<file path="config.mk">
export PLATFORM = sky130hd
export DESIGN_NAME = scan_slice
export DESIGN_NICKNAME = d
export VERILOG_FILES = /design/src/design/board_view_pkg.sv /design/src/design/scan_slice.sv
export SDC_FILE = /design/constraint.sdc
export NUM_CORES = 1
export LEC_CHECK = 0
export BUFFER_PORTS_ARGS = -buffer_cell sky130_fd_sc_hd__buf_2
export CAP_MARGIN = 30
export CORE_MARGIN = 10
export CORE_UTILIZATION = 40
export CTS_CLUSTER_SIZE = 20
export DETAILED_ROUTE_END_ITERATION = 8
export GPL_TIMING_DRIVEN = 0
export MAX_ROUTING_LAYER = met4
export PLACE_DENSITY_LB_ADDON = 0.12
export SETUP_SLACK_MARGIN = 0.02
export SYNTH_ARGS = -nofsm -noshare
export SYNTH_HDL_FRONTEND = slang
export SYNTH_SLANG_ARGS = --single-unit
</file>
<file path="constraint.sdc">
create_clock -name clk_50 -period 1.7 [get_ports clk_50]
set_clock_uncertainty 0.1 [all_clocks]
set_input_delay 0.255 -clock clk_50 [delete_from_list [all_inputs] [get_ports clk_50]]
set_output_delay 0.255 -clock clk_50 [all_outputs]
set_load 0.005 [all_outputs]
</file>
<file path="src/design/board_view_pkg.sv">
package board_view_pkg;

	localparam int coord_w = 10;
	localparam int addr_w = 18;
	localparam int line_words = 512; // one memory row of the atlas.

	// buttons, index is the button number.
	localparam logic [coord_w-1:0] btn_x_lo [4] = '{379, 339, 299, 260};
	localparam logic [coord_w-1:0] btn_x_hi [4] = '{412, 372, 332, 292};
	localparam logic [coord_w-1:0] btn_y_lo = 417;
	localparam logic [coord_w-1:0] btn_y_hi = 449;

	// switches, index is the switch number.
	localparam logic [coord_w-1:0] sw_x_lo [10] =
		'{230, 210, 190, 170, 148, 128, 108, 86, 66, 46};
	localparam logic [coord_w-1:0] sw_x_hi [10] =
		'{244, 224, 204, 184, 162, 142, 122, 100, 80, 60};
	localparam logic [coord_w-1:0] sw_y_lo = 417;
	localparam logic [coord_w-1:0] sw_y_hi = 451;

	// green 7 down to 0, then red 0 to 9.
	localparam logic [coord_w-1:0] led_x_lo [18] =
		'{267, 287, 309, 329, 349, 369, 389, 409,
		  235, 215, 195, 175, 153, 133, 113, 91, 71, 51};
	localparam logic [coord_w-1:0] led_x_hi [18] =
		'{270, 290, 312, 332, 352, 372, 392, 412,
		  238, 218, 198, 178, 156, 136, 116, 94, 74, 54};
	localparam logic [coord_w-1:0] led_y_lo = 399;
	localparam logic [coord_w-1:0] led_y_hi = 406;

	// seven segment slots, slot 3 is the leftmost.
	localparam int digit_w = 14;
	localparam logic [coord_w-1:0] digit_x_lo [3:0] = '{47, 69, 91, 113};
	localparam logic [coord_w-1:0] digit_y_lo = 349;
	localparam logic [coord_w-1:0] digit_y_hi = 374;
	localparam int dec_max = 9; // left pair is decimal only.

	localparam int btn_row_off = 58;
	localparam int sw_row_off = 56;
	localparam int led_row_off = 65;

	// glyphs sit above the board image, hence the negative rows.
	localparam int glyph_row_off [16] =
		'{-206, -178, -150, -122, -94, -66, -38, -10,
		  18, 46, 74, 102, 130, -234, -262, -290};
	localparam int digit_col_off [3:0] = '{419, 397, 375, 353};

	typedef struct packed {
		logic [3:0] buttons_n;
		logic [9:0] switches;
		logic blink;
		logic [3:0][3:0] digits;
	} board_state_t;

	typedef struct packed {
		logic [coord_w-1:0] x;
		logic [coord_w-1:0] y;
		board_state_t board;
	} pixel_req_t;

	typedef struct packed {
		logic hit;
		logic [addr_w-1:0] addr;
	} sprite_hit_t;

	function automatic logic in_span(
		logic [coord_w-1:0] v,
		logic [coord_w-1:0] lo,
		logic [coord_w-1:0] hi
	);
		return (v >= lo) && (v <= hi);
	endfunction

	// wraps modulo the address width.
	function automatic logic [addr_w-1:0] sprite_addr(
		logic [coord_w-1:0] x,
		logic [coord_w-1:0] y,
		int row_off,
		int col_off
	);
		int row;
		row = int'(y) - 1 + row_off;
		return addr_w'(row * line_words + int'(x) + col_off);
	endfunction

endpackage
</file>
<file path="src/design/scan_slice.sv">
`timescale 1ns/100ps

module scan_slice import board_view_pkg::*;
(
	input logic clk_50,
	input logic arst_n,
	input pixel_req_t req,
	input logic req_valid,
	output logic req_ready,
	output pixel_req_t cur,
	output logic cur_valid,
	input logic cur_ready
);

	logic take;

	assign req_ready = !cur_valid || cur_ready; // empty or draining.
	assign take = req_valid && req_ready;

	always_ff @(posedge clk_50 or negedge arst_n)
	begin
		if (!arst_n)
			cur_valid <= 1'b0;
		else if (req_ready)
			cur_valid <= req_valid;
	end

	always_ff @(posedge clk_50)
	begin
		if (take)
			cur <= req;
	end

	// a stalled request must not move under the overlays.
	a_cur_hold: assert property (@(posedge clk_50) disable iff (!arst_n)
		cur_valid && !cur_ready |=> cur_valid && $stable(cur));

endmodule

</file>
==> impl_metrics.yaml, run 1 <==
cells_and_area:
  finalNetCount: 225
  drive_gt1_share_pct: 66.67
  utilization_pct: 60.66
  final_common_cell: "buf_2"
  num-fill-cells: 305
  instances_no_fill: 219
  regArea_mm2: 0.001556
  area_delta_synth_final_pct: 43.25
  design_area_mm2: 0.002271
  final_cell_mix: "107 x buf_2, 51 x edfxtp_1, 5 x clkbuf_8"
  insertedDiodeCount: 0
  multiInputGateArea_um2: 28.78
route:
  vias_per_cell: 4.342
  route.detailed.drc: 0
  met3_wirelength_um: 488
  dr.first_iter.drc_count: 44
  dr.pass1.iters: 2
  postRouteAntennaNets: 0
  vias: 951
  top_layer: "met4"
  wl_mm: 3.636
  met2_length_mm: 1.789
  wl_met1_mm: 1.316
  avgRoutedWirePerCell_um: 16.60
sta:
  hold_violations: 0
  finalCritPeriodShare_pct: 90.60
  setup_viol: 0
  rsz0062_at_grt: "no"
  period_minus_slack_ns: 1.540
  fin_setup_tns_ns: 0
  tightest_slew_ns: 0.6441
  slew_violations: 0
  maxSlewHeadroom_pct: 57.06
  max_freq_ghz: 0.6493
cts:
  root_buffer: "clkbuf_8"
  cts_setup_buffers: 0
  htree_levels: 2
  clock-sinks: 52
  cts_buffers: 5
  clk_pin_slew_worst_paths_ns: 0.09
  clockBufferDepth: 2
  insertion_delay_ns: 0.29
  cts_tree: "yes"
power_and_ir_drop:
  p_leak_nw: 0.9764
  p_switching_mw: 0.4482
  powerDensity_mw_per_mm2: 1021
  p_seq_share_pct: 65.0
  clkPwrFrac_pct: 27.5
  ir_worst_vdd_uv: 662.2
  swShare_pct: 19.34
  finalPower_mw: 2.318
  p_comb_share_pct: 7.5
  internal-power_mw: 1.870
synthesis:
  syn_area_mm2: 0.001585
  avgSynthCellArea_um2: 28.82
  synthesis.nets: 110
  synth.area.top_cells: "edfxtp_1 97%, dfrtp_1 1.6%, nand2b_4 0.87%"
  ys_ff_latch: 52
  yosys.area.top_type_share_pct: 96.61
  yosysUniqueCellTypes: 5
  synthCells: 55
  yosys_warnings: 0
  yosys.area.top_type: "edfxtp_1"
  ys_seq_area_share_pct: 98.18
setup_path:
  crit_required_ns: 1.53
  cp_max_fo: 51
  start_kind: "flop"
  rrSetupSlack_ns: 0.16
  cp.arrival_ns: 1.37
  endpoint_kind: "flop"
  crit_type: "reg2reg"
die:
  die_h_um: 82.96
  dieArea_mm2: 0.006882
  rows: 22
  die_w_um: 82.96
  core_area_mm2: 0.003744
  start_util_pct: 42.35
  top_level_ports: 108
global_route:
  first_global_vias: 1063
  grt_start_max_net_pins: 52
  grt_pass1_wl_mm: 5.630
  overflow: 0
  grt.total_usage_pct: 10.84
  antenna_found_initial: 0
worst_hold_path:
  worstHoldPathType: "in2reg"
placed_design:
  place_area_mm2: 0.002181
  gp_congestion: 0.7073
  io_buffers: 107
  dp.cells: 210
  dp_hpwl_mm: 2.938
run:
  drv_cap: 0
run_status:
  status: "finished, final reports clean"
logic make-up after synthesis:
kind of cell	count (synthesis)	synth area share, %
simple gates	3	1.815
flops	52	98.18
synth_stat cells:
library cell  count
nand2b_4          1
nand2b_1          1
edfxtp_1         51
and2_4            1
dfrtp_1           1
per-stage QoR:
| stage | hold WS (ns) | setup WS (ns) |
|---|---|---|
| after floorplan | -0.1406 | 0.2789 |
| after global routing | 0.007595 | 0.09265 |
| after detailed placement | -0.06841 | 0.1623 |
| after CTS | 0.01952 | 0.1572 |
| after global placement | -0.07078 | 0.2075 |
| final | 0.02823 | 0.1599 |
path summary, 6_finish.rpt:
kind                                  startpoint                     to  depth (start not counted)
max                        cur_valid$_DFFE_PN0P_      cur[49]$_DFFE_PP_                          2
min                                       req[0]       cur[0]$_DFFE_PP_                          1
max reg2reg                cur_valid$_DFFE_PN0P_      cur[49]$_DFFE_PP_                          2
min reg2reg                cur_valid$_DFFE_PN0P_  cur_valid$_DFFE_PN0P_                          2
max in group asynchronous                 arst_n  cur_valid$_DFFE_PN0P_                          2
min in group asynchronous                 arst_n  cur_valid$_DFFE_PN0P_                          2
flip-flops by register name (all words and copies together) (netlist names):
signal	cells
cur	51
cur_valid	1
final cells by class:
class / instances / share of cell area (%)
clock buffer: 7 / 3.361
clock inverter: 1 / 0.1653
multi-input combinational: 3 / 1.267
sequential: 52 / 68.54
tap: 48 / 2.645
timing repair buffer: 108 / 24.02
power by group through the flow:
stage / clock network (mW) / registers [mW] / logic, mW
finish: 0.637 / 1.51 / 0.175
floorplan: 0 / 1.55 / 0.0288
global placement: 0 / 1.53 / 0.174
CTS: 0.658 / 1.51 / 0.182
detailed placement: 0 / 1.54 / 0.180
global route: 0.727 / 1.51 / 0.196
layer usage:
metal	vias to the layer above	track usage [%]
li1	445	-
met1	434	10.40
met2	67	17.32
met3	5	7.324
met4	0	3.231
met5	-	-
what timing repair did:
item | in CTS | in global routing
hold buffers | 1 | 0
hold endpoints to repair | 1 | 0
resized for setup | 0 | 0
critical path, stage by stage, from the launching register on:
cell	delay (ns)
dfrtp_1	0.41
nand2b_4	0.08
and2_4	0.55
No activity file was read; power rests on OpenSTA's default activity.
==> run 2, diff against run 1 <==
--- a/config.mk
+++ b/config.mk
@@ -5,6 +5,7 @@
 export SDC_FILE = /design/constraint.sdc
 export NUM_CORES = 1
 export LEC_CHECK = 0
+export ABC_AREA = 1
 export BUFFER_PORTS_ARGS = -buffer_cell sky130_fd_sc_hd__buf_2
 export CAP_MARGIN = 30
 export CORE_MARGIN = 10
==> impl_metrics.yaml, run 2 <==
global_route:
  grt_start_max_net_pins: 29
  first_global_vias: 1089
  overflow: 0
  antenna_found_initial: 1
  grt.total_usage_pct: 11.65
  grt_pass1_wl_mm: 5.506
  grtUsageMet1_pct: 12.25
  grt-busiest-layer: "met2"
  grt_use_met2_pct: 19.21
  met3_usage_pct: 5.711
setup_path:
  start_kind: "flop"
  crit_required_ns: 1.60
  cp_max_fo: 28
  crit_type: "reg2reg"
  slowest_delay_ns: 0.47
  crit_family: "flip-flops"
  critPathBufInv: 1
  slowest_stage: "dfrtp_1"
  cp.arrival_ns: 1.45
  crit_chain: "a21oi_4, buf_12"
  endpoint_kind: "flop"
route:
  wl_mm: 4.039
  dr.pass1.iters: 4
  route.detailed.drc: 0
  dr.first_iter.drc_count: 83
  avgRoutedWirePerCell_um: 18.11
  vias: 974
  vias_per_cell: 4.368
  postRouteAntennaNets: 0
power_and_ir_drop:
  p_switching_mw: 0.4602
  internal-power_mw: 1.859
  p_comb_share_pct: 8.1
  p_leak_nw: 0.9896
  ir_worst_vdd_uv: 528.7
  clkPwrFrac_pct: 26.8
  p_seq_share_pct: 65.1
  powerDensity_mw_per_mm2: 1008
  finalPower_mw: 2.319
  swShare_pct: 19.84
cts:
  clk_pin_slew_worst_paths_ns: 0.08
  cts-resized-gates: 0
  cts_buffers: 5
  insertion_delay_ns: 0.29
  cts_tree: "yes"
  clockBufferDepth: 2
  htree_levels: 2
  clock-sinks: 52
  cts_setup_buffers: 0
  root_buffer: "clkbuf_8"
cells_and_area:
  drive_gt1_share_pct: 66.09
  design_area_mm2: 0.002301
  final_cell_mix: "107 x buf_2, 51 x edfxtp_1, 5 x clkbuf_8"
  utilization_pct: 61.46
  final_common_cell: "buf_2"
  largestRegisters: "cur x51, cur_valid x1"
  finalNetCount: 229
  regArea_mm2: 0.001556
  multiInputGateArea_um2: 32.53
  num-fill-cells: 326
  largest_reg_flops: 51
  area_delta_synth_final_pct: 45.95
  regMostFlops: "cur"
  instances_no_fill: 223
placed_design:
  gp_congestion: 0.7402
  dp_hpwl_mm: 3.147
  place_area_mm2: 0.002203
  dp.cells: 213
  dpl_worst_slack_ns: -0.06654
  io_buffers: 107
die:
  core_area_mm2: 0.003744
  top_level_ports: 108
  start_util_pct: 42.11
  dieArea_mm2: 0.006853
  rows: 22
  die_w_um: 82.78
  die_h_um: 82.78
synthesis:
  yosysUniqueCellTypes: 5
  ys.flop_type: "edfxtp_1"
  syn_area_mm2: 0.001577
  synthCells: 57
  synthesis.nets: 112
  synth.area.top_cells: "edfxtp_1 97%, dfrtp_1 1.6%, inv_1 0.48%"
  yosys.cell_count.top_type: "edfxtp_1"
  yosys_warnings: 0
  ys_seq_area_share_pct: 98.73
  synth-edff-count: 51
  ys_ff_latch: 52
  async_reset_ff_share_pct: 1.923
  synth_common_cells: "51 x edfxtp_1, 2 x inv_1, 2 x nand2_1"
  avgSynthCellArea_um2: 27.66
  yosys.area.top_type_share_pct: 97.14
  yosys.area.top_type: "edfxtp_1"
sta:
  max_freq_ghz: 0.6456
  tightest_slew_ns: 0.6614
  finalCritPeriodShare_pct: 91.11
  setup_viol: 0
  rsz0062_at_grt: "no"
  maxSlewHeadroom_pct: 55.91
  setup_slack_ns: 0.1512
  period_minus_slack_ns: 1.549
  hold_violations: 0
  slew_violations: 0
worst_hold_path:
  worstHoldPathType: "in2reg"
run_status:
  status: "finished, final reports clean"
run:
  drv_cap: 0
run 2: final timing paths:
check                                       from               endpoint  slack (ns)  cells after the start
min                                      req[23]      cur[23]$_DFFE_PP_        0.03                      1
min in group asynchronous                 arst_n  cur_valid$_DFFE_PN0P_        0.18                      2
max in group asynchronous                 arst_n  cur_valid$_DFFE_PN0P_        1.24                      2
max                        cur_valid$_DFFE_PN0P_      cur[37]$_DFFE_PP_        0.15                      2
min reg2reg                cur_valid$_DFFE_PN0P_  cur_valid$_DFFE_PN0P_        0.58                      2
max reg2reg                cur_valid$_DFFE_PN0P_      cur[37]$_DFFE_PP_        0.15                      2
run 2: stage by stage:
stage	TNS [ns]	hold WS, ns
floorplan	-6.456	-0.1406
global placement	-17.95	-0.07027
detailed placement	-1.827	-0.06934
CTS	0	0.02047
global route	0	0.01207
finish	0	0.03426
run 2: kinds of logic (layout without fill, tap and decap cells):
group           count (synthesis)  count (layout)  synth area share [%]
compound gates                  1               2                0.3172
simple gates                    2               2                0.4764
flops                          52              52                 98.73
other cells                     0               1                     0
buf+inv                         2             118                0.4764
run 2: layout make-up:
type / instances / share of cell area [%]
Antenna cell: 1 / 0.1088
Clock buffer: 5 / 2.991
Clock inverter: 2 / 0.3263
Inverter: 2 / 0.3263
Multi-Input combinational cell: 4 / 1.414
Sequential cell: 52 / 67.65
Tap cell: 48 / 2.610
Timing Repair Buffer: 109 / 24.58
run 2: worst register-to-register path: stages (launching register included):
cell	delay, ns
dfrtp_1	0.47
a21oi_4	0.42
buf_12	0.25
run 2: power groups by stage:
stage | clock network (mW) | registers (mW) | logic (mW)
after floorplan | 0 | 1.55 | 0.0282
after global placement | 0 | 1.54 | 0.174
after detailed placement | 0 | 1.54 | 0.189
after CTS | 0.640 | 1.51 | 0.194
after global routing | 0.696 | 1.52 | 0.209
final | 0.623 | 1.51 | 0.188
run 2: routing by layer:
metal / share of wire [%] / vias to the layer above
li1: - / 457
met1: 36 / 445
met2: 51 / 70
met3: 13 / 2
met4: 0.30 / 0
met5: 0 / -
run 2: what timing repair did:
item | CTS | global route
hold buffers | 1 | 0
endpoints found under the hold margin | 1 | 0
endpoints found under the setup margin | 28 | 0
