<file path="config.mk">
export PLATFORM = sky130hd
export DESIGN_NAME = sprite_addr_arbiter
export DESIGN_NICKNAME = d
export VERILOG_FILES = /design/src/design/board_view_pkg.sv /design/src/design/sprite_addr_arbiter.sv
export SDC_FILE = /design/constraint.sdc
export NUM_CORES = 1
export LEC_CHECK = 0
export ABC_AREA = 1
export CAP_MARGIN = 20
export CORE_ASPECT_RATIO = 1.75
export CORE_MARGIN = 10
export CORE_UTILIZATION = 60
export DETAILED_ROUTE_END_ITERATION = 6
export DONT_BUFFER_PORTS = 1
export PLACE_DENSITY = 0.73
export SYNTH_ARGS = -nofsm -noshare
export SYNTH_HDL_FRONTEND = slang
export SYNTH_SLANG_ARGS = --single-unit
</file>
<file path="constraint.sdc">
create_clock -name clk_50 -period 4.2 [get_ports clk_50]
set_clock_uncertainty 0.05 [all_clocks]
set_input_delay 0.84 -clock clk_50 [delete_from_list [all_inputs] [get_ports clk_50]]
set_output_delay 0.84 -clock clk_50 [all_outputs]
set_load 0.005 [all_outputs]
</file>
<file path="src/design/board_view_pkg.sv">
package board_view_pkg;

	localparam int coord_w = 10;
	localparam int addr_w = 18;
	localparam int line_words = 512; // one memory row of the atlas.

	// buttons, index is the button number.
	localparam logic [coord_w-1:0] btn_x_lo [4] = '{379, 339, 299, 260};
	localparam logic [coord_w-1:0] btn_x_hi [4] = '{412, 372, 332, 292};
	localparam logic [coord_w-1:0] btn_y_lo = 417;
	localparam logic [coord_w-1:0] btn_y_hi = 449;

	// switches, index is the switch number.
	localparam logic [coord_w-1:0] sw_x_lo [10] =
		'{230, 210, 190, 170, 148, 128, 108, 86, 66, 46};
	localparam logic [coord_w-1:0] sw_x_hi [10] =
		'{244, 224, 204, 184, 162, 142, 122, 100, 80, 60};
	localparam logic [coord_w-1:0] sw_y_lo = 417;
	localparam logic [coord_w-1:0] sw_y_hi = 451;

	// green 7 down to 0, then red 0 to 9.
	localparam logic [coord_w-1:0] led_x_lo [18] =
		'{267, 287, 309, 329, 349, 369, 389, 409,
		  235, 215, 195, 175, 153, 133, 113, 91, 71, 51};
	localparam logic [coord_w-1:0] led_x_hi [18] =
		'{270, 290, 312, 332, 352, 372, 392, 412,
		  238, 218, 198, 178, 156, 136, 116, 94, 74, 54};
	localparam logic [coord_w-1:0] led_y_lo = 399;
	localparam logic [coord_w-1:0] led_y_hi = 406;

	// seven segment slots, slot 3 is the leftmost.
	localparam int digit_w = 14;
	localparam logic [coord_w-1:0] digit_x_lo [3:0] = '{47, 69, 91, 113};
	localparam logic [coord_w-1:0] digit_y_lo = 349;
	localparam logic [coord_w-1:0] digit_y_hi = 374;
	localparam int dec_max = 9; // left pair is decimal only.

	localparam int btn_row_off = 58;
	localparam int sw_row_off = 56;
	localparam int led_row_off = 65;

	// glyphs sit above the board image, hence the negative rows.
	localparam int glyph_row_off [16] =
		'{-206, -178, -150, -122, -94, -66, -38, -10,
		  18, 46, 74, 102, 130, -234, -262, -290};
	localparam int digit_col_off [3:0] = '{419, 397, 375, 353};

	typedef struct packed {
		logic [3:0] buttons_n;
		logic [9:0] switches;
		logic blink;
		logic [3:0][3:0] digits;
	} board_state_t;

	typedef struct packed {
		logic [coord_w-1:0] x;
		logic [coord_w-1:0] y;
		board_state_t board;
	} pixel_req_t;

	typedef struct packed {
		logic hit;
		logic [addr_w-1:0] addr;
	} sprite_hit_t;

	function automatic logic in_span(
		logic [coord_w-1:0] v,
		logic [coord_w-1:0] lo,
		logic [coord_w-1:0] hi
	);
		return (v >= lo) && (v <= hi);
	endfunction

	// wraps modulo the address width.
	function automatic logic [addr_w-1:0] sprite_addr(
		logic [coord_w-1:0] x,
		logic [coord_w-1:0] y,
		int row_off,
		int col_off
	);
		int row;
		row = int'(y) - 1 + row_off;
		return addr_w'(row * line_words + int'(x) + col_off);
	endfunction

endpackage
</file>
<file path="src/design/sprite_addr_arbiter.sv">
`timescale 1ns/100ps

module sprite_addr_arbiter import board_view_pkg::*;
(
	input logic clk_50,
	input logic arst_n,
	input pixel_req_t cur,
	input logic cur_valid,
	output logic cur_ready,
	input sprite_hit_t widget_hit,
	input sprite_hit_t digit_hit,
	output logic [addr_w-1:0] addr,
	output logic addr_valid,
	input logic addr_ready
);

	logic [addr_w-1:0] bg_addr;
	logic [addr_w-1:0] next_addr;

	// top row has no row above it to wrap from.
	assign bg_addr = (cur.y == '0) ? addr_w'(cur.x) : sprite_addr(cur.x, cur.y, 0, 0);

	always_comb
	begin
		if (widget_hit.hit)
			next_addr = widget_hit.addr;
		else if (digit_hit.hit)
			next_addr = digit_hit.addr;
		else
			next_addr = bg_addr;
	end

	assign cur_ready = !addr_valid || addr_ready;

	always_ff @(posedge clk_50 or negedge arst_n)
	begin
		if (!arst_n)
			addr_valid <= 1'b0;
		else if (cur_ready)
			addr_valid <= cur_valid;
	end

	always_ff @(posedge clk_50)
	begin
		if (cur_ready && cur_valid)
			addr <= next_addr; // winner of this pixel.
	end

	a_addr_hold: assert property (@(posedge clk_50) disable iff (!arst_n)
		addr_valid && !addr_ready |=> addr_valid && $stable(addr));

endmodule

</file>
==> results of run 1 <==
## how the worst max path moves through the flow
stage,start,endpoint,depth (start not counted)
finish,cur[31],addr[13],8
global route,cur[31],addr[15],9
CTS,cur[31],addr[16],8
detailed placement,cur[31],addr[16],8
global placement,cur[31],addr[16],8
floorplan,cur_valid,addr[0],2
## synth_stat cells, drive strengths merged
library cell  instances  share of area, %
and3                  1              0.45
xor2                  3               3.5
inv                  15               4.1
or2                   1              0.45
buf                   1              0.36
nor2                 29               9.8
a31oi                 1               1.5
ha                    4               3.6
a21oi                37                14
nand2                31               9.1
clkinv                2              0.54
o211ai                1              0.54
dfrtp                 1               1.8
clkbuf                4               1.1
a31o                  1              0.63
nand4                 4               1.8
o21ai                 4               1.7
nand3                14               5.8
nand3b                1              0.54
edfxtp               18                39
## cell families (layout without fill, tap and decap cells)
| kind of cell | Yosys count | count (layout) | share of synthesized area [%] |
|---|---|---|---|
| fa+ha+maj | 4 | 4 | 3.60 |
| buf+inv | 22 | 21 | 6.03 |
| xor+xnor | 3 | 3 | 3.51 |
| flops | 19 | 19 | 40.7 |
| simple gates | 81 | 81 | 27.9 |
| compound gates | 44 | 44 | 18.3 |
## power groups by stage
stage / combinational [W] / clock (W) / sequential (W)
2_1_floorplan: 0.0000641 / 0 / 0.000234
3_3_place_gp: 0.0000692 / 0 / 0.000237
3_5_place_dp: 0.0000735 / 0 / 0.000238
4_1_cts: 0.0000739 / 0.000122 / 0.000233
5_1_grt: 0.0000857 / 0.000134 / 0.000234
6_report: 0.0000734 / 0.000122 / 0.000232
## per-layer routing
layer | share of wire [%] | vias to the layer above
met5 | 0 | -
met3 | 9.8 | 6
met4 | 0.95 | 0
met1 | 30 | 570
li1 | - | 587
met2 | 59 | 62
## flip-flops by register name (all words and copies together) (netlist names)
| name | cells |
|---|---|
| addr | 18 |
| addr_valid | 1 |
## per-stage QoR
step	hold slack, ns	area (um2)	setup WS (ns)	utilization, %	power, W
after detailed placement	0.494	1410	1.73	62.6	0.000311
after global routing	0.216	1450	1.85	64.6	0.000454
after floorplan	0.478	1390	1.96	-	0.000298
after CTS	0.229	1450	1.99	64.6	0.000430
final	0.233	1450	2.00	64.6	0.000428
after global placement	0.494	1410	1.81	62.6	0.000306
## critical path: stages
cell     delay (ns)
inv_1          0.18
ha_1           0.32
nand2_2        0.12
xor2_2         0.25
inv_1          0.11
nand2_2        0.10
nand3_1        0.09
a21oi_1        0.21
## cell type report
cell class	instances	area, um2	area share [%]
Multi-Input combinational cell	132	744	51.3
Clock buffer	4	45.0	3.11
Inverter	17	63.8	4.40
Sequential cell	19	566	39.0
Tap cell	25	31.3	2.16
==> impl_metrics.tcl, run 1 <==
set metrics [dict create \
    outcome "completed" \
    clk_latency_ns 0.24 \
    drive_gt1_share_pct 14.0 \
    ctsHoldBuffers 0 \
    vdd_drop_max_mv 0.175 \
    synth_area_um2 1390 \
    grt_overflow 0 \
    grtUsageMet2_pct 33.8 \
    grt_pass1_wl_mm 6.84 \
    ys.warnings.count 0 \
    clkSlewWorstSetupHoldPaths_ns 0.06 \
    tightest_slew_ns 0.949 \
    worst_setup_path_end_kind "flop" \
    cts_setup_buffers 0 \
    p_leak_nw 0.565 \
    hold_path_class "input port to asynchronous set/reset pin" \
    r2r_cells 1 \
    place.gp.congestion 0.797 \
    worstReg2RegStart "addr_valid" \
    dpl.hpwl_mm 3.45 \
    required_ns 4.22 \
    cts_tree "done" \
    seq_area_frac_synth_pct 40.7 \
    ant_nets 0 \
    rsz0062_at_grt "no" \
    n_fill_cell 205 \
    start_util_pct 61.9 \
    final_cell_mix "a21oi_1 (34), nand2_1 (27), nor2_1 (24)" \
    antenna_found_initial 0 \
    grt_max_degree 21 \
    rows 23 \
    layout_commonest_cell "a21oi_1" \
    busiest_layer "met2" \
    seqPwrFrac_pct 54.4 \
    numPortBuffers 0 \
    post-route-min-period_ns 2.20 \
    drcViolationCount 0 \
    critPathLaunchType "input port" \
    crit_arrival_ns 2.22 \
    cts_buffers 3 \
    ys_types 27 \
    critical_path_class "input port to flop" \
    internal_power_w 0.000319 \
    finalSetupTns_ns 0 \
    avgSynthCellArea_um2 8.04 \
    synthCells 173 \
    nNetsFinal 270 \
    fmax_mhz 455 \
    first_global_vias 1386 \
    core_um2 2240 \
    syn-num-nets 270 \
    numClockSinks 19 \
    pwr-share-clk_pct 28.5 \
    cts_max_level 1 \
    clockRootBuffer "clkbuf_8" \
    p_comb_share_pct 17.2 \
    ios 113 \
    drtPass1Iterations 4 \
    grt_use_met1_pct 15.5 \
    ctsLongestPathBuffers 2 \
    crit_fanout 6 \
    slew_headroom_pct 36.7 \
    finalSetupViolCount 0 \
    post_cts_resized 0 \
    routed_wl_mm 4.02 \
    n_antenna_cell 0 \
    p_sw_w 0.000109 \
    die_height_um 83.7 \
    final-hold-violation-count 0 \
    viasPerCell 6.22 \
    swShare_pct 25.4 \
    gr-usage-all-layers_pct 17.7 \
    vias 1225 \
    die_area_um2 4720 \
    syn2layout_area_growth_pct 4.32 \
    drv_slew 0 \
    instances_no_fill 197 \
    globalRouteMet3Util_pct 6.55 \
    power-per-cell-area_nw_per_um2 295 \
    ys_ff_latch 19 \
    die_x_um 56.4 \
    fin_crit_sh_pct 52.4 \
    dp.cells 193 \
    r2r_slack_ns 2.61 \
    post_drt_wl_per_cell_um 20.4 \
    r2r_end "addr[8]" \
    drtIter0Drc 32 \
    maxCapViolations 0 \
]
Power figures use the tool's default switching activity.
==> run 2: changes to the inputs <==
ABC_AREA = 0   (was 1)
clock period = 2.2 ns   (was 4.2 ns; I/O delays follow)
==> run 2 against run 1 <==
Net effect:
- non-clock buffer count is 8 higher
- critical path type unchanged
- wire length fell by 0.42%
- largest power group unchanged
- highest routed layer unchanged
- combinational power is 81% higher
==> impl_metrics.tcl, run 2 <==
set metrics [dict create \
    critical_path_class "input port to flop" \
    dpl.hpwl_mm 3.35 \
    synthCells 158 \
    fin_util_pct 67.1 \
    clk_latency_ns 0.25 \
    place.gp.congestion 0.904 \
    hold_path_class "input port to flop" \
    rows 23 \
    syn2layout_area_growth_pct 5.74 \
    clockRootBuffer "clkbuf_8" \
    grt_max_degree 37 \
    slew_headroom_pct 71.8 \
    die_x_um 57.3 \
    maxCapViolations 0 \
    antenna_found_initial 0 \
    nNetsFinal 257 \
    syn-num-nets 255 \
    crit_slowest_cell "or3_1" \
    crit_arrival_ns 1.94 \
    p_leak_nw 0.603 \
    preCtsSetupSlack_ns -0.0455 \
    synth_top_cell_by_area "edfxtp_1" \
    critPathLaunchType "input port" \
    avgSynthCellArea_um2 9.24 \
    core_um2 2300 \
    cp_num_cells 9 \
    place_area_um2 1490 \
    fin_crit_sh_pct 90.3 \
    n_antenna_cell 0 \
    synth_area_um2 1460 \
    viasPerCell 6.53 \
    die_area_um2 4880 \
    layout_commonest_cell "nand2_1" \
    drv_slew 0 \
    top_regs "addr x18, addr_valid x1" \
    rsz0062_at_grt "no" \
    cts_tree "done" \
    finalInstanceArea_um2 1540 \
    numClockSinks 19 \
    grt_overflow 0 \
    synthFlopType "edfxtp_1" \
    finalSetupTns_ns 0 \
    vdd_drop_max_mv 0.258 \
    crit_chain "inv_1 -> ha_1 -> inv_1 -> ha_2 -> nand2_1 -> and4b_1 -> or3_1 -> a31oi_1 -> a21oi_1" \
    largest_register_ffs 18 \
    outcome "completed" \
    final_cell_mix "nand2_1 (22), edfxtp_1 (18), o21ai_0 (17)" \
    finalSetupViolCount 0 \
    whs_path_depth 1 \
    ys_types 44 \
    ant_nets 0 \
    cpPeakStageDelay_ns 0.35 \
    crit_top_cell "inv_1" \
    post_cts_resized 0 \
    synth_common_cells "nand2_1 (22), edfxtp_1 (18), o21ai_0 (17), mux2i_1 (11), a21oi_1 (9)" \
    timing.critical_path.buf_inv 2 \
    regMostFlops "addr" \
    drive_gt1_share_pct 11.9 \
    cts_max_level 1 \
    seq_area_frac_synth_pct 38.7 \
    gr-usage-all-layers_pct 16.2 \
    drcViolationCount 0 \
    clkSlewWorstSetupHoldPaths_ns 0.06 \
    final-hold-violation-count 0 \
    worst_setup_path_end_kind "flop" \
    yosysMostFrequentCell "nand2_1" \
    synthTopCellsByArea "edfxtp_1 (37%), mux2i_1 (7.5%), o21ai_0 (5.8%), nand2_1 (5.7%), ha_1 (3.4%)" \
    ys.warnings.count 0 \
    r2r_cells 3 \
    numPortBuffers 0 \
    start_util_pct 63.4 \
    ctsLongestPathBuffers 2 \
    die_height_um 85.3 \
    post_drt_wl_per_cell_um 21.8 \
    cts_buffers 3 \
    power-per-cell-area_nw_per_um2 523 \
    ys_ff_latch 19 \
    grt_pass1_wl_mm 6.41 \
    ios 113 \
    r2r_end "addr[8]" \
    fmax_mhz 504 \
    required_ns 2.15 \
    crit_family "simple AND/OR/NAND/NOR gates" \
    startpoint "cur[31]" \
    first_global_vias 1258 \
    synth_top_area_share_pct 37.0 \
    synthArstFlopShare_pct 5.26 \
    worstReg2RegStart "addr_valid" \
    synth_edf_count 18 \
    worstSetupEndpoint "addr[15]" \
    post-route-min-period_ns 1.99 \
    drtIter0Drc 20 \
    crit_fanout 5 \
    setup_ws_ns 0.214 \
    r2r_slack_ns 0.89 \
    tightest_slew_ns 0.424 \
    vias 1202 \
    power_w 0.000807 \
    routed_wl_mm 4.00 \
    drtPass1Iterations 4 \
]
==> run 2: cell types whose count changed after synthesis, moves of 4 or more <==
| cell | delta |
|---|---|
| a21oi_1 | -26 |
| inv_1 | -8 |
| mux2i_1 | +11 |
| nand2_1 | -5 |
| nand2_2 | -4 |
| nand3_1 | -10 |
| nor2_1 | -21 |
| nor2b_1 | +5 |
| o21ai_0 | +15 |
| xnor2_1 | +4 |
==> run 2: worst register-to-register path: stages (launching register included) <==
cell      delay [ns]
dfrtp_1         0.40
nand2b_1        0.14
and2_1          0.16
buf_4           0.25
==> run 2: cell type report <==
class | instances | area, um2
fill | 206 | 758
timing repair buffer | 8 | 62.6
clock buffer | 4 | 45.0
multi-input combinational | 121 | 813
inverter | 7 | 26.3
sequential | 19 | 566
tap | 25 | 31.3
==> run 2: power by group <==
part | internal (W) | total (W) | switching (W) | leakage, nW
combinational | 0.0000676 | 0.000133 | 0.0000656 | 0.397
clock | 0.000128 | 0.000230 | 0.000102 | 0.0228
sequential | 0.000430 | 0.000444 | 0.0000138 | 0.183
==> run 2: cell families after synthesis <==
group | after synthesis | synth area share, %
flip-flops | 19 | 38.7
multiplexers | 13 | 9.08
AND/OR/NAND/NOR | 51 | 19.5
XOR/XNOR | 7 | 4.20
adder cells (fa/ha/maj) | 4 | 3.43
buffers and inverters | 18 | 5.74
AO/OA/AOI/OAI | 46 | 19.4
==> run 2: metrics by stage <==
step                      instances  hold slack [ns]
after floorplan                 158           0.0944
after global placement          179           0.0945
after detailed placement        179           0.0945
after CTS                       184            0.266
after global routing            184            0.270
final                           184            0.261
==> run 2: per-layer routing <==
layer | part of all wire, % | track usage [%] | up-vias
met4 | 2.5 | 8.37 | 0
met5 | 0 | 0 | -
met3 | 9.5 | 5.67 | 7
met1 | 32 | 15.1 | 561
met2 | 56 | 29.6 | 52
li1 | - | - | 582
==> run 2: repair_timing <==
action,in CTS,in global routing
hold buffers,1,0
endpoints found under the hold margin,1,0
setup buffers,0,0
==> run 2: worst min-delay path by stage <==
| stage | end | slack [ns] | startpoint |
|---|---|---|---|
| 3_5_place_dp | addr_valid | 0.09 | arst_n |
| 4_1_cts | addr_valid | 0.27 | cur_valid |
| 2_1_floorplan | addr_valid | 0.09 | arst_n |
| 3_3_place_gp | addr_valid | 0.09 | arst_n |
| 5_1_grt | addr_valid | 0.27 | cur_valid |
| 6_report | addr_valid | 0.26 | cur_valid |
