**config.mk**
```make
export PLATFORM = sky130hd
export DESIGN_NAME = digit_overlay
export DESIGN_NICKNAME = d
export VERILOG_FILES = /design/src/design/board_view_pkg.sv /design/src/design/digit_overlay.sv
export SDC_FILE = /design/constraint.sdc
export NUM_CORES = 1
export LEC_CHECK = 0
export BUFFER_PORTS_ARGS = -buffer_cell sky130_fd_sc_hd__clkbuf_2
export CORE_MARGIN = 2
export CORE_UTILIZATION = 49
export DETAILED_ROUTE_END_ITERATION = 8
export PLACE_DENSITY_LB_ADDON = 0.25
export SLEW_MARGIN = 20
export SYNTH_ARGS = -nofsm -noshare
export SYNTH_HDL_FRONTEND = slang
export SYNTH_SLANG_ARGS = --single-unit
export TNS_END_PERCENT = 5
```
**constraint.sdc**
```tcl
create_clock -name vclk -period 5.55
set_input_delay 0.555 -clock vclk [all_inputs]
set_output_delay 0.555 -clock vclk [all_outputs]
set_load 0.005 [all_outputs]
```
**src/design/board_view_pkg.sv**
```systemverilog
package board_view_pkg;

	localparam int coord_w = 10;
	localparam int addr_w = 18;
	localparam int line_words = 512; // one memory row of the atlas.

	// buttons, index is the button number.
	localparam logic [coord_w-1:0] btn_x_lo [4] = '{379, 339, 299, 260};
	localparam logic [coord_w-1:0] btn_x_hi [4] = '{412, 372, 332, 292};
	localparam logic [coord_w-1:0] btn_y_lo = 417;
	localparam logic [coord_w-1:0] btn_y_hi = 449;

	// switches, index is the switch number.
	localparam logic [coord_w-1:0] sw_x_lo [10] =
		'{230, 210, 190, 170, 148, 128, 108, 86, 66, 46};
	localparam logic [coord_w-1:0] sw_x_hi [10] =
		'{244, 224, 204, 184, 162, 142, 122, 100, 80, 60};
	localparam logic [coord_w-1:0] sw_y_lo = 417;
	localparam logic [coord_w-1:0] sw_y_hi = 451;

	// green 7 down to 0, then red 0 to 9.
	localparam logic [coord_w-1:0] led_x_lo [18] =
		'{267, 287, 309, 329, 349, 369, 389, 409,
		  235, 215, 195, 175, 153, 133, 113, 91, 71, 51};
	localparam logic [coord_w-1:0] led_x_hi [18] =
		'{270, 290, 312, 332, 352, 372, 392, 412,
		  238, 218, 198, 178, 156, 136, 116, 94, 74, 54};
	localparam logic [coord_w-1:0] led_y_lo = 399;
	localparam logic [coord_w-1:0] led_y_hi = 406;

	// seven segment slots, slot 3 is the leftmost.
	localparam int digit_w = 14;
	localparam logic [coord_w-1:0] digit_x_lo [3:0] = '{47, 69, 91, 113};
	localparam logic [coord_w-1:0] digit_y_lo = 349;
	localparam logic [coord_w-1:0] digit_y_hi = 374;
	localparam int dec_max = 9; // left pair is decimal only.

	localparam int btn_row_off = 58;
	localparam int sw_row_off = 56;
	localparam int led_row_off = 65;

	// glyphs sit above the board image, hence the negative rows.
	localparam int glyph_row_off [16] =
		'{-206, -178, -150, -122, -94, -66, -38, -10,
		  18, 46, 74, 102, 130, -234, -262, -290};
	localparam int digit_col_off [3:0] = '{419, 397, 375, 353};

	typedef struct packed {
		logic [3:0] buttons_n;
		logic [9:0] switches;
		logic blink;
		logic [3:0][3:0] digits;
	} board_state_t;

	typedef struct packed {
		logic [coord_w-1:0] x;
		logic [coord_w-1:0] y;
		board_state_t board;
	} pixel_req_t;

	typedef struct packed {
		logic hit;
		logic [addr_w-1:0] addr;
	} sprite_hit_t;

	function automatic logic in_span(
		logic [coord_w-1:0] v,
		logic [coord_w-1:0] lo,
		logic [coord_w-1:0] hi
	);
		return (v >= lo) && (v <= hi);
	endfunction

	// wraps modulo the address width.
	function automatic logic [addr_w-1:0] sprite_addr(
		logic [coord_w-1:0] x,
		logic [coord_w-1:0] y,
		int row_off,
		int col_off
	);
		int row;
		row = int'(y) - 1 + row_off;
		return addr_w'(row * line_words + int'(x) + col_off);
	endfunction

endpackage
```
**src/design/digit_overlay.sv**
```systemverilog
`timescale 1ns/100ps

module digit_overlay import board_view_pkg::*;
(
	input pixel_req_t cur,
	output sprite_hit_t digit_hit
);

	logic found;
	logic [1:0] slot;
	logic [3:0] value;
	logic in_rows;
	logic legal;

	// slot search, left to right on screen.
	always_comb
	begin
		found = 1'b0;
		slot = 2'd0;
		for (int s = 3; s >= 0; s--)
		begin
			if (!found && cur.x >= digit_x_lo[s] && cur.x <= digit_x_lo[s] + digit_w - 1)
			begin
				found = 1'b1;
				slot = 2'(s);
			end
		end
	end

	assign value = cur.board.digits[slot];
	assign in_rows = in_span(cur.y, digit_y_lo, digit_y_hi);

	// left pair has no hex glyphs.
	assign legal = (slot < 2'd2) || (value <= dec_max);

	assign digit_hit.hit = found && in_rows && legal;
	assign digit_hit.addr = sprite_addr(cur.x, cur.y, glyph_row_off[value],
		digit_col_off[slot]);

endmodule

```
==> results of run 1 <==
==> layout make-up <==
cell class	instances	area [sq um]	area share
multi-input combinational	176	1310	0.773
timing repair buffer	56	283	0.167
inverter	17	63.8	0.0376
tap	31	38.8	0.0229
==> worst max-delay path by stage <==
stage	from	end	slack, ns	cells past startpoint
finish	cur[49]	digit_hit[17]	0.52	17
global route	cur[49]	digit_hit[17]	0.19	19
CTS	cur[49]	digit_hit[17]	0.53	19
detailed placement	cur[49]	digit_hit[17]	0.54	19
global placement	cur[49]	digit_hit[17]	0.59	19
floorplan	cur[49]	digit_hit[17]	1.15	15
==> worst max-delay path, delay by kind of cell <==
kind | cells | cell delay [ns]
buf+inv | 4 | 0.42
xor+xnor | 1 | 0.20
simple gates | 5 | 1.49
fa+ha+maj | 2 | 0.48
compound gates | 5 | 1.34
==> power groups by stage <==
stage / Sequential (mW) / Combinational (mW) / Clock (mW)
4_1_cts: 0 / 0.201 / 0
3_5_place_dp: 0 / 0.200 / 0
3_3_place_gp: 0 / 0.198 / 0
6_report: 0 / 0.199 / 0
5_1_grt: 0 / 0.223 / 0
2_1_floorplan: 0 / 0.131 / 0
==> cells by family after synthesis <==
kind of cell / after synthesis / synth area share
AND/OR/NAND/NOR: 66 / 0.249
multiplexers: 5 / 0.0370
adder cells (fa/ha/maj): 24 / 0.222
XOR/XNOR: 21 / 0.133
AO/OA/AOI/OAI: 60 / 0.305
buffers and inverters: 19 / 0.0533
==> cell usage in the layout (no fill, tap or decap), types with 5 or more instances in the layout <==
cell,n
clkbuf_2,55
xnor2_1,18
a21oi_1,15
nand2_1,14
ha_1,23
nor3_1,6
nor2b_1,5
o21ai_0,10
inv_1,15
nor2_1,20
==> metal layers <==
metal	wire, um	GRT usage
met1	1590	0.304
met2	1580	0.368
met3	108	0.00454
met4	0	0
met5	0	0
==> stage by stage <==
stage,utilization,setup WS (ns),total power [mW],hold WS (ns)
6_report,0.626,0.519,0.199,1.45
2_1_floorplan,-,1.15,0.131,1.17
4_1_cts,0.626,0.528,0.201,1.45
3_5_place_dp,0.626,0.544,0.200,1.45
5_1_grt,0.626,0.185,0.223,1.48
3_3_place_gp,0.626,0.585,0.198,1.44
==> flow_summary.ini, run 1 <==
[timing]
fmax_ghz = 0.199
tightest_slew_ns = 0.668
rsz0062_at_grt = no
period_share = 0.906
drv_slew = 0
slew_headroom = 0.549
hold_violations = 0
period_needed_ns = 5.03
tns_ns = 0
setup_viol = 0

[synth]
synthTopCellsByCount = ha_1 (23), nor2_1 (20), xnor2_1 (18)
netlist_area_sq_um = 1390
synth_top_area_cell = ha_1
synth_cell_types = 50
synth_area_leaders = ha_1 (21%), xnor2_1 (11%), a21oi_1 (5.4%), nor2_1 (5.4%), inv_1 (4.1%)
synth_top_cell_area_share = 0.208
synth_area_per_cell_sq_um = 7.10
synth.net_count = 270
syn_inst = 195
yosysSeqAreaShare = 0
synth_warnings = 0
synth.most_common_cell = ha_1

[placed_design]
hpwlAfterDp_um = 2910
gpl.final_weighted_congestion = 0.822
placedCellCount = 280
place_area_sq_um = 1700
port_buffers = 55

[critical_path]
cpMaxStageDelayCell = or4b_4
cpPeakStageDelay_ns = 0.60
cp-end-kind = output port
worst_setup_path_start_kind = primary input
critical_path_class = in -> out
crit_fanout = 7
crit_chain = clkbuf_2 > or4b_4 > nor4_2 > a21oi_2 > and2_4 > inv_1 > ha_1 > inv_1 > ha_1 > a21oi_1 > nand2b_1 > a21boi_0 > o41ai_1 > o21ai_0 > nor3b_1 > xnor2_1 > clkbuf_2
worstPathRequired_ns = 4.99
worstPathArrival_ns = 4.48

[clock_network]
post_cts_resize_count = 0
post-cts-setup-buffers = 0
cts_hold_buf = 0

[drt]
routed_wl_um = 3280
wl_per_cell_um = 11.7
drc_errors = 0
drtIter0Drc = 62
detail-route-antenna-nets = 0
viasPerCell = 5.66
route.vias.total = 1586
drt_pass1_iterations = 5

[pwr]
power.leakage_nw = 0.850
p_switching_mw = 0.103
combPwrFrac = 1.000
power_frac_seq = 0
p_per_area_nw_per_um2 = 117
peakVddDrop_v = 0.0000913
p_int_mw = 0.0960
power_frac_clock = 0
swShare = 0.518

[global_route]
track_usage = 0.209
grt_remaining_overflow = 0
grt_max_degree = 10
grt_pass1_wl_um = 5870
antenna_found_initial = 0
grt_pass1_vias = 1397

[finish]
fin_cells = 280
nets = 326
area_growth_pct = 22.5
antennaDiodeCount = 0
seqCellArea_sq_um = 0
nClkBuffers = 0
fin_area_sq_um = 1700
seq_cells = 0
n_fill_cell = 274
drive_gt1_frac = 0.273

[min_path]
min_from = cur[40]
hold_end = digit_hit[18]
hold_depth = 5
hold_class = in -> out

[floorplan]
die_h_um = 57.2
core_sq_um = 2710
io_pins = 70
fp.dieArea_sq_um = 3270
die_x_um = 57.2
start_util = 0.511
rows = 19

[job]
cap_violations = 0

[status]
run_status = completed
(Power assumes the default switching activity.)
==> inputs of run 2 (changes only) <==
--- a/config.mk
+++ b/config.mk
@@ -5,9 +5,10 @@
 export SDC_FILE = /design/constraint.sdc
 export NUM_CORES = 1
 export LEC_CHECK = 0
+export ABC_AREA = 1
 export BUFFER_PORTS_ARGS = -buffer_cell sky130_fd_sc_hd__clkbuf_2
 export CORE_MARGIN = 2
-export CORE_UTILIZATION = 49
+export CORE_UTILIZATION = 53
 export DETAILED_ROUTE_END_ITERATION = 8
 export PLACE_DENSITY_LB_ADDON = 0.25
 export SLEW_MARGIN = 20
==> run 2 against run 1 <==
Worst hold slack lost 0.028 ns. Design area grew 28%. Flip-flop and latch count is the same. Sequential share of layout area is the same. Die area grew 22%. Maximum frequency grew 8.1%. Power grew 26%. Clock-buffer cell count is the same. Non-clock buffer count shrank 1. Critical endpoint unchanged. Largest power group unchanged.
==> flow_summary.ini, run 2 <==
[status]
run_status = completed

[synth]
synth.net_count = 404
synthTopCellsByCount = nand2_1 (90), inv_1 (58), nand3_1 (29)
synth_cell_types = 36
syn_inst = 329
synth_area_per_cell_sq_um = 5.62
synth_top_cell_area_share = 0.183
yosysSeqAreaShare = 0
synth.most_common_cell = nand2_1
netlist_area_sq_um = 1850
synth_warnings = 0
synth_area_leaders = nand2_1 (18%), ha_1 (16%), inv_1 (12%), nand3_1 (7.8%), nor2_1 (5.5%)
synth_top_area_cell = nand2_1

[floorplan]
start_util = 0.555
fp.dieArea_sq_um = 3980
rows = 21
die_h_um = 63.1
io_pins = 70
core_sq_um = 3340
die_x_um = 63.1

[timing]
hold_violations = 0
fmax_ghz = 0.215
rsz0062_at_grt = no
period_needed_ns = 4.65
tightest_slew_ns = 0.325
slew_headroom = 0.782
setup_viol = 0
drv_slew = 0
tns_ns = 0
period_share = 0.838

[drt]
drt_pass1_iterations = 4
wl_per_cell_um = 9.81
routed_wl_um = 4210
route.vias.total = 2090
viasPerCell = 4.87
detail-route-antenna-nets = 0
drc_errors = 0
drtIter0Drc = 82

[finish]
area_growth_pct = 17.4
antennaDiodeCount = 0
most-common-layout-cells = nand2_1 (90), inv_1 (58), clkbuf_2 (55)
nClkBuffers = 0
fin_cells = 429
seqCellArea_sq_um = 0
drive_gt1_frac = 0.230
nets = 460
layout_commonest_cell = nand2_1
seq_cells = 0

[min_path]
hold_class = in -> out
min_from = cur[41]

[global_route]
grt_remaining_overflow = 0
antenna_found_initial = 0
track_usage = 0.213
grt_pass1_wl_um = 7360
grt_pass1_vias = 1851
grt_max_degree = 12

[clock_network]
post_cts_resize_count = 0
cts_hold_buf = 0
post-cts-setup-buffers = 0

[critical_path]
crit_fanout = 11
cp-end-kind = output port
critical_path_class = in -> out
worstPathArrival_ns = 4.10
worst_setup_path_start_kind = primary input
crit_start = cur[42]
worstPathRequired_ns = 4.99

[job]
cap_violations = 0

[pwr]
p_per_area_nw_per_um2 = 115
peakVddDrop_v = 0.0000435
power.leakage_nw = 1.27

[placed_design]
placedCellCount = 429
hpwlAfterDp_um = 3730
port_buffers = 55
gpl.final_weighted_congestion = 0.921
-- run 2: routing by layer --
| metal | part of all wire | up-vias | global-route usage |
|---|---|---|---|
| met5 | 0 | - | 0 |
| met4 | 0 | 0 | 0.0111 |
| met3 | 0.043 | 0 | 0.00893 |
| met2 | 0.48 | 49 | 0.396 |
| met1 | 0.48 | 881 | 0.283 |
| li1 | - | 1160 | - |
-- run 2: cells by family after synthesis --
logic type | synth area share
AOI/OAI and AO/OA | 0.133
xor gates and xnor gates | 0.0805
adders and majority gates | 0.166
buffers and inverters | 0.137
and+or+nand+nor | 0.483
-- run 2: metrics by stage --
| stage | hold slack [ns] | total power, mW | utilization | area [sq um] | setup WS (ns) |
|---|---|---|---|---|---|
| after global placement | 1.42 | 0.246 | 0.651 | 2170 | 0.916 |
| after CTS | 1.42 | 0.251 | 0.651 | 2170 | 0.878 |
| after floorplan | 1.17 | 0.175 | - | 1850 | 1.63 |
| after detailed placement | 1.42 | 0.250 | 0.651 | 2170 | 0.877 |
| final | 1.42 | 0.250 | 0.651 | 2170 | 0.898 |
| after global routing | 1.44 | 0.287 | 0.651 | 2170 | 0.517 |
-- run 2: critical path, stage by stage --
cell	delay, ns
clkbuf_2	0.12
nor2_1	0.21
inv_1	0.11
a21oi_2	0.15
nand2_2	0.21
nand2_4	0.22
nand2_1	0.11
nor2_4	0.15
nor2_8	0.07
ha_1	0.29
inv_1	0.07
nand2_1	0.07
a31oi_1	0.17
ha_1	0.31
nand2_1	0.10
nand2_1	0.07
inv_1	0.05
nand2_1	0.07
xor2_1	0.15
inv_1	0.09
nand3_1	0.18
nor2_1	0.15
nor2_1	0.04
nor2_1	0.14
inv_1	0.05
nand2_1	0.06
nand2_1	0.04
clkbuf_2	0.10
-- run 2: power breakdown --
part           leakage, nW  internal, mW  switching (mW)
clock                    0             0               0
combinational         1.27         0.105           0.145
sequential               0             0               0
total                 1.27         0.105           0.145
-- run 2: area by class of cell --
type,instances,area (sq um)
well taps,46,57.6
fillers,343,1160
inverters,64,243
multi-input cells,264,1600
repair buffers,55,275
-- run 2: final timing paths --
kind,endpoint,slack [ns],cells past startpoint
worst max-delay path,digit_hit[17],0.90,28
worst min-delay path,digit_hit[0],1.42,3
==> inputs of run 3 (changes only) <==
--- a/config.mk
+++ b/config.mk
@@ -8,7 +8,7 @@
 export ABC_AREA = 1
 export BUFFER_PORTS_ARGS = -buffer_cell sky130_fd_sc_hd__clkbuf_2
 export CORE_MARGIN = 2
-export CORE_UTILIZATION = 53
+export CORE_UTILIZATION = 48
 export DETAILED_ROUTE_END_ITERATION = 8
 export PLACE_DENSITY_LB_ADDON = 0.25
 export SLEW_MARGIN = 20
==> constraint.sdc (replaced) <==
create_clock -name vclk -period 3.98
set_input_delay 0.398 -clock vclk [all_inputs]
set_output_delay 0.398 -clock vclk [all_outputs]
set_load 0.005 [all_outputs]
==> run 3 against run 2 <==
The run now ends with setup timing left. Die area up 9.7%. Clock-buffer cell count is the same. Combinational power grew 110%. Final cell count increased by 14%. Wire length is 34% higher. Utilization is 13 points higher. Setup slack worse by 0.93 ns. Global-route usage up 2.6 points.
==> flow_summary.ini, run 3 (synthesis results as in run 2) <==
[timing]
drv_slew = 0
rsz0062_at_grt = yes
fmax_ghz = 0.249
hold_violations = 0
setup_ws_ns = -0.0293
setup_viol = 1
slew_headroom = 0.761
period_share = 1.01
period_needed_ns = 4.01
tightest_slew_ns = 0.356

[critical_path]
critical_path_class = in -> out
cpMaxStageDelayCell = ha_1
cp-end-kind = output port
crit_path_frequent_cell = nand2_2
worstPathRequired_ns = 3.58
worst_setup_path_start_kind = primary input
crit_fanout = 8
cpPeakStageDelay_ns = 0.31
worstPathArrival_ns = 3.61

[finish]
nets = 519
n_fill_cell = 311
nClkBuffers = 0
layout_commonest_cell = nand2_1
antennaDiodeCount = 0
area_growth_pct = 55.9
fin_util = 0.782
most-common-layout-cells = nand2_1 (76), buf_4 (55), inv_1 (51), clkbuf_2 (51), nand3_1 (22)
fin_cells = 490
seqCellArea_sq_um = 0
seq_cells = 0
drive_gt1_frac = 0.446

[drt]
viasPerCell = 5.03
wl_per_cell_um = 11.5
detail-route-antenna-nets = 0
routed_wl_um = 5650
route.vias.total = 2464
drt_pass1_iterations = 4
drtIter0Drc = 150
drc_errors = 0

[placed_design]
placedCellCount = 482
gpl.final_weighted_congestion = 0.885
hpwlAfterDp_um = 4380
port_buffers = 55
pre_cts_ws_ns = -0.149

[floorplan]
die_h_um = 66.1
die_x_um = 66.1
start_util = 0.502
core_sq_um = 3690
rows = 22
io_pins = 70
fp.dieArea_sq_um = 4370

[min_path]
min_from = cur[49]
hold_depth = 4
hold_class = in -> out
hold_end = digit_hit[8]

[pwr]
power.leakage_nw = 1.60
peakVddDrop_v = 0.0000775
p_per_area_nw_per_um2 = 180
finalPower_mw = 0.518

[global_route]
grt_remaining_overflow = 0
antenna_found_initial = 0
grt_pass1_vias = 2148
track_usage = 0.239
grt_max_degree = 9
grt_pass1_wl_um = 8650

[status]
violations = setup timing
run_status = complete, but fails checks

[job]
cap_violations = 0
[run 3: cell types whose count changed in the layout (fill, tap and decap cells not counted), sizes merged]
cell,previous run,this run
clkbuf,55,52
buf,0,62
[run 3: metrics by stage]
| stage | instance area, sq um | hold slack (ns) | setup TNS, ns |
|---|---|---|---|
| CTS | 2610 | 1.22 | 0 |
| global placement | 2570 | 1.19 | -0.0900 |
| detailed placement | 2570 | 1.21 | -0.315 |
| floorplan | 1850 | 0.851 | 0 |
| global route | 2890 | 1.27 | -0.490 |
| finish | 2890 | 1.24 | -0.0293 |
[run 3: repair_timing]
action                     CTS  global route
pin swaps                    8            42
setup buffers                1             7
setup endpoints to repair    3             4
resized for setup           11            69
hold buffers                 0             0
[run 3: per-layer routing]
metal / share of wire / up-vias / GRT usage
li1: - / 1282 / -
met1: 0.43 / 1105 / 0.298
met2: 0.53 / 69 / 0.473
met3: 0.033 / 8 / 0.00511
met4: 0.0097 / 0 / 0.00765
met5: 0 / - / 0
[run 3: worst max path at each step]
stage | from | end | slack (ns) | depth (start not counted)
detailed placement | cur[48] | digit_hit[17] | -0.15 | 27
global route | cur[45] | digit_hit[17] | -0.21 | 30
CTS | cur[49] | digit_hit[17] | 0.0008 | 27
global placement | cur[48] | digit_hit[17] | -0.08 | 27
floorplan | cur[48] | digit_hit[17] | 0.38 | 27
finish | cur[43] | digit_hit[17] | -0.03 | 30
[run 3: critical path, delay by kind of cell]
family / cells / cell delay, ns
fa+ha+maj: 2 / 0.52
compound gates: 2 / 0.25
simple gates: 20 / 1.84
buf+inv: 6 / 0.60
[run 3: cell type report]
type | count | area [sq um] | share of cell area
Inverter | 64 | 250 | 0.0867
Multi-Input combinational cell | 264 | 1810 | 0.628
Tap cell | 48 | 60.1 | 0.0208
Timing Repair Buffer | 114 | 763 | 0.265
[run 3: power breakdown]
group / internal [mW] / switching (mW) / leakage, nW
clock network: 0 / 0 / 0
logic: 0.249 / 0.269 / 1.60
registers: 0 / 0 / 0
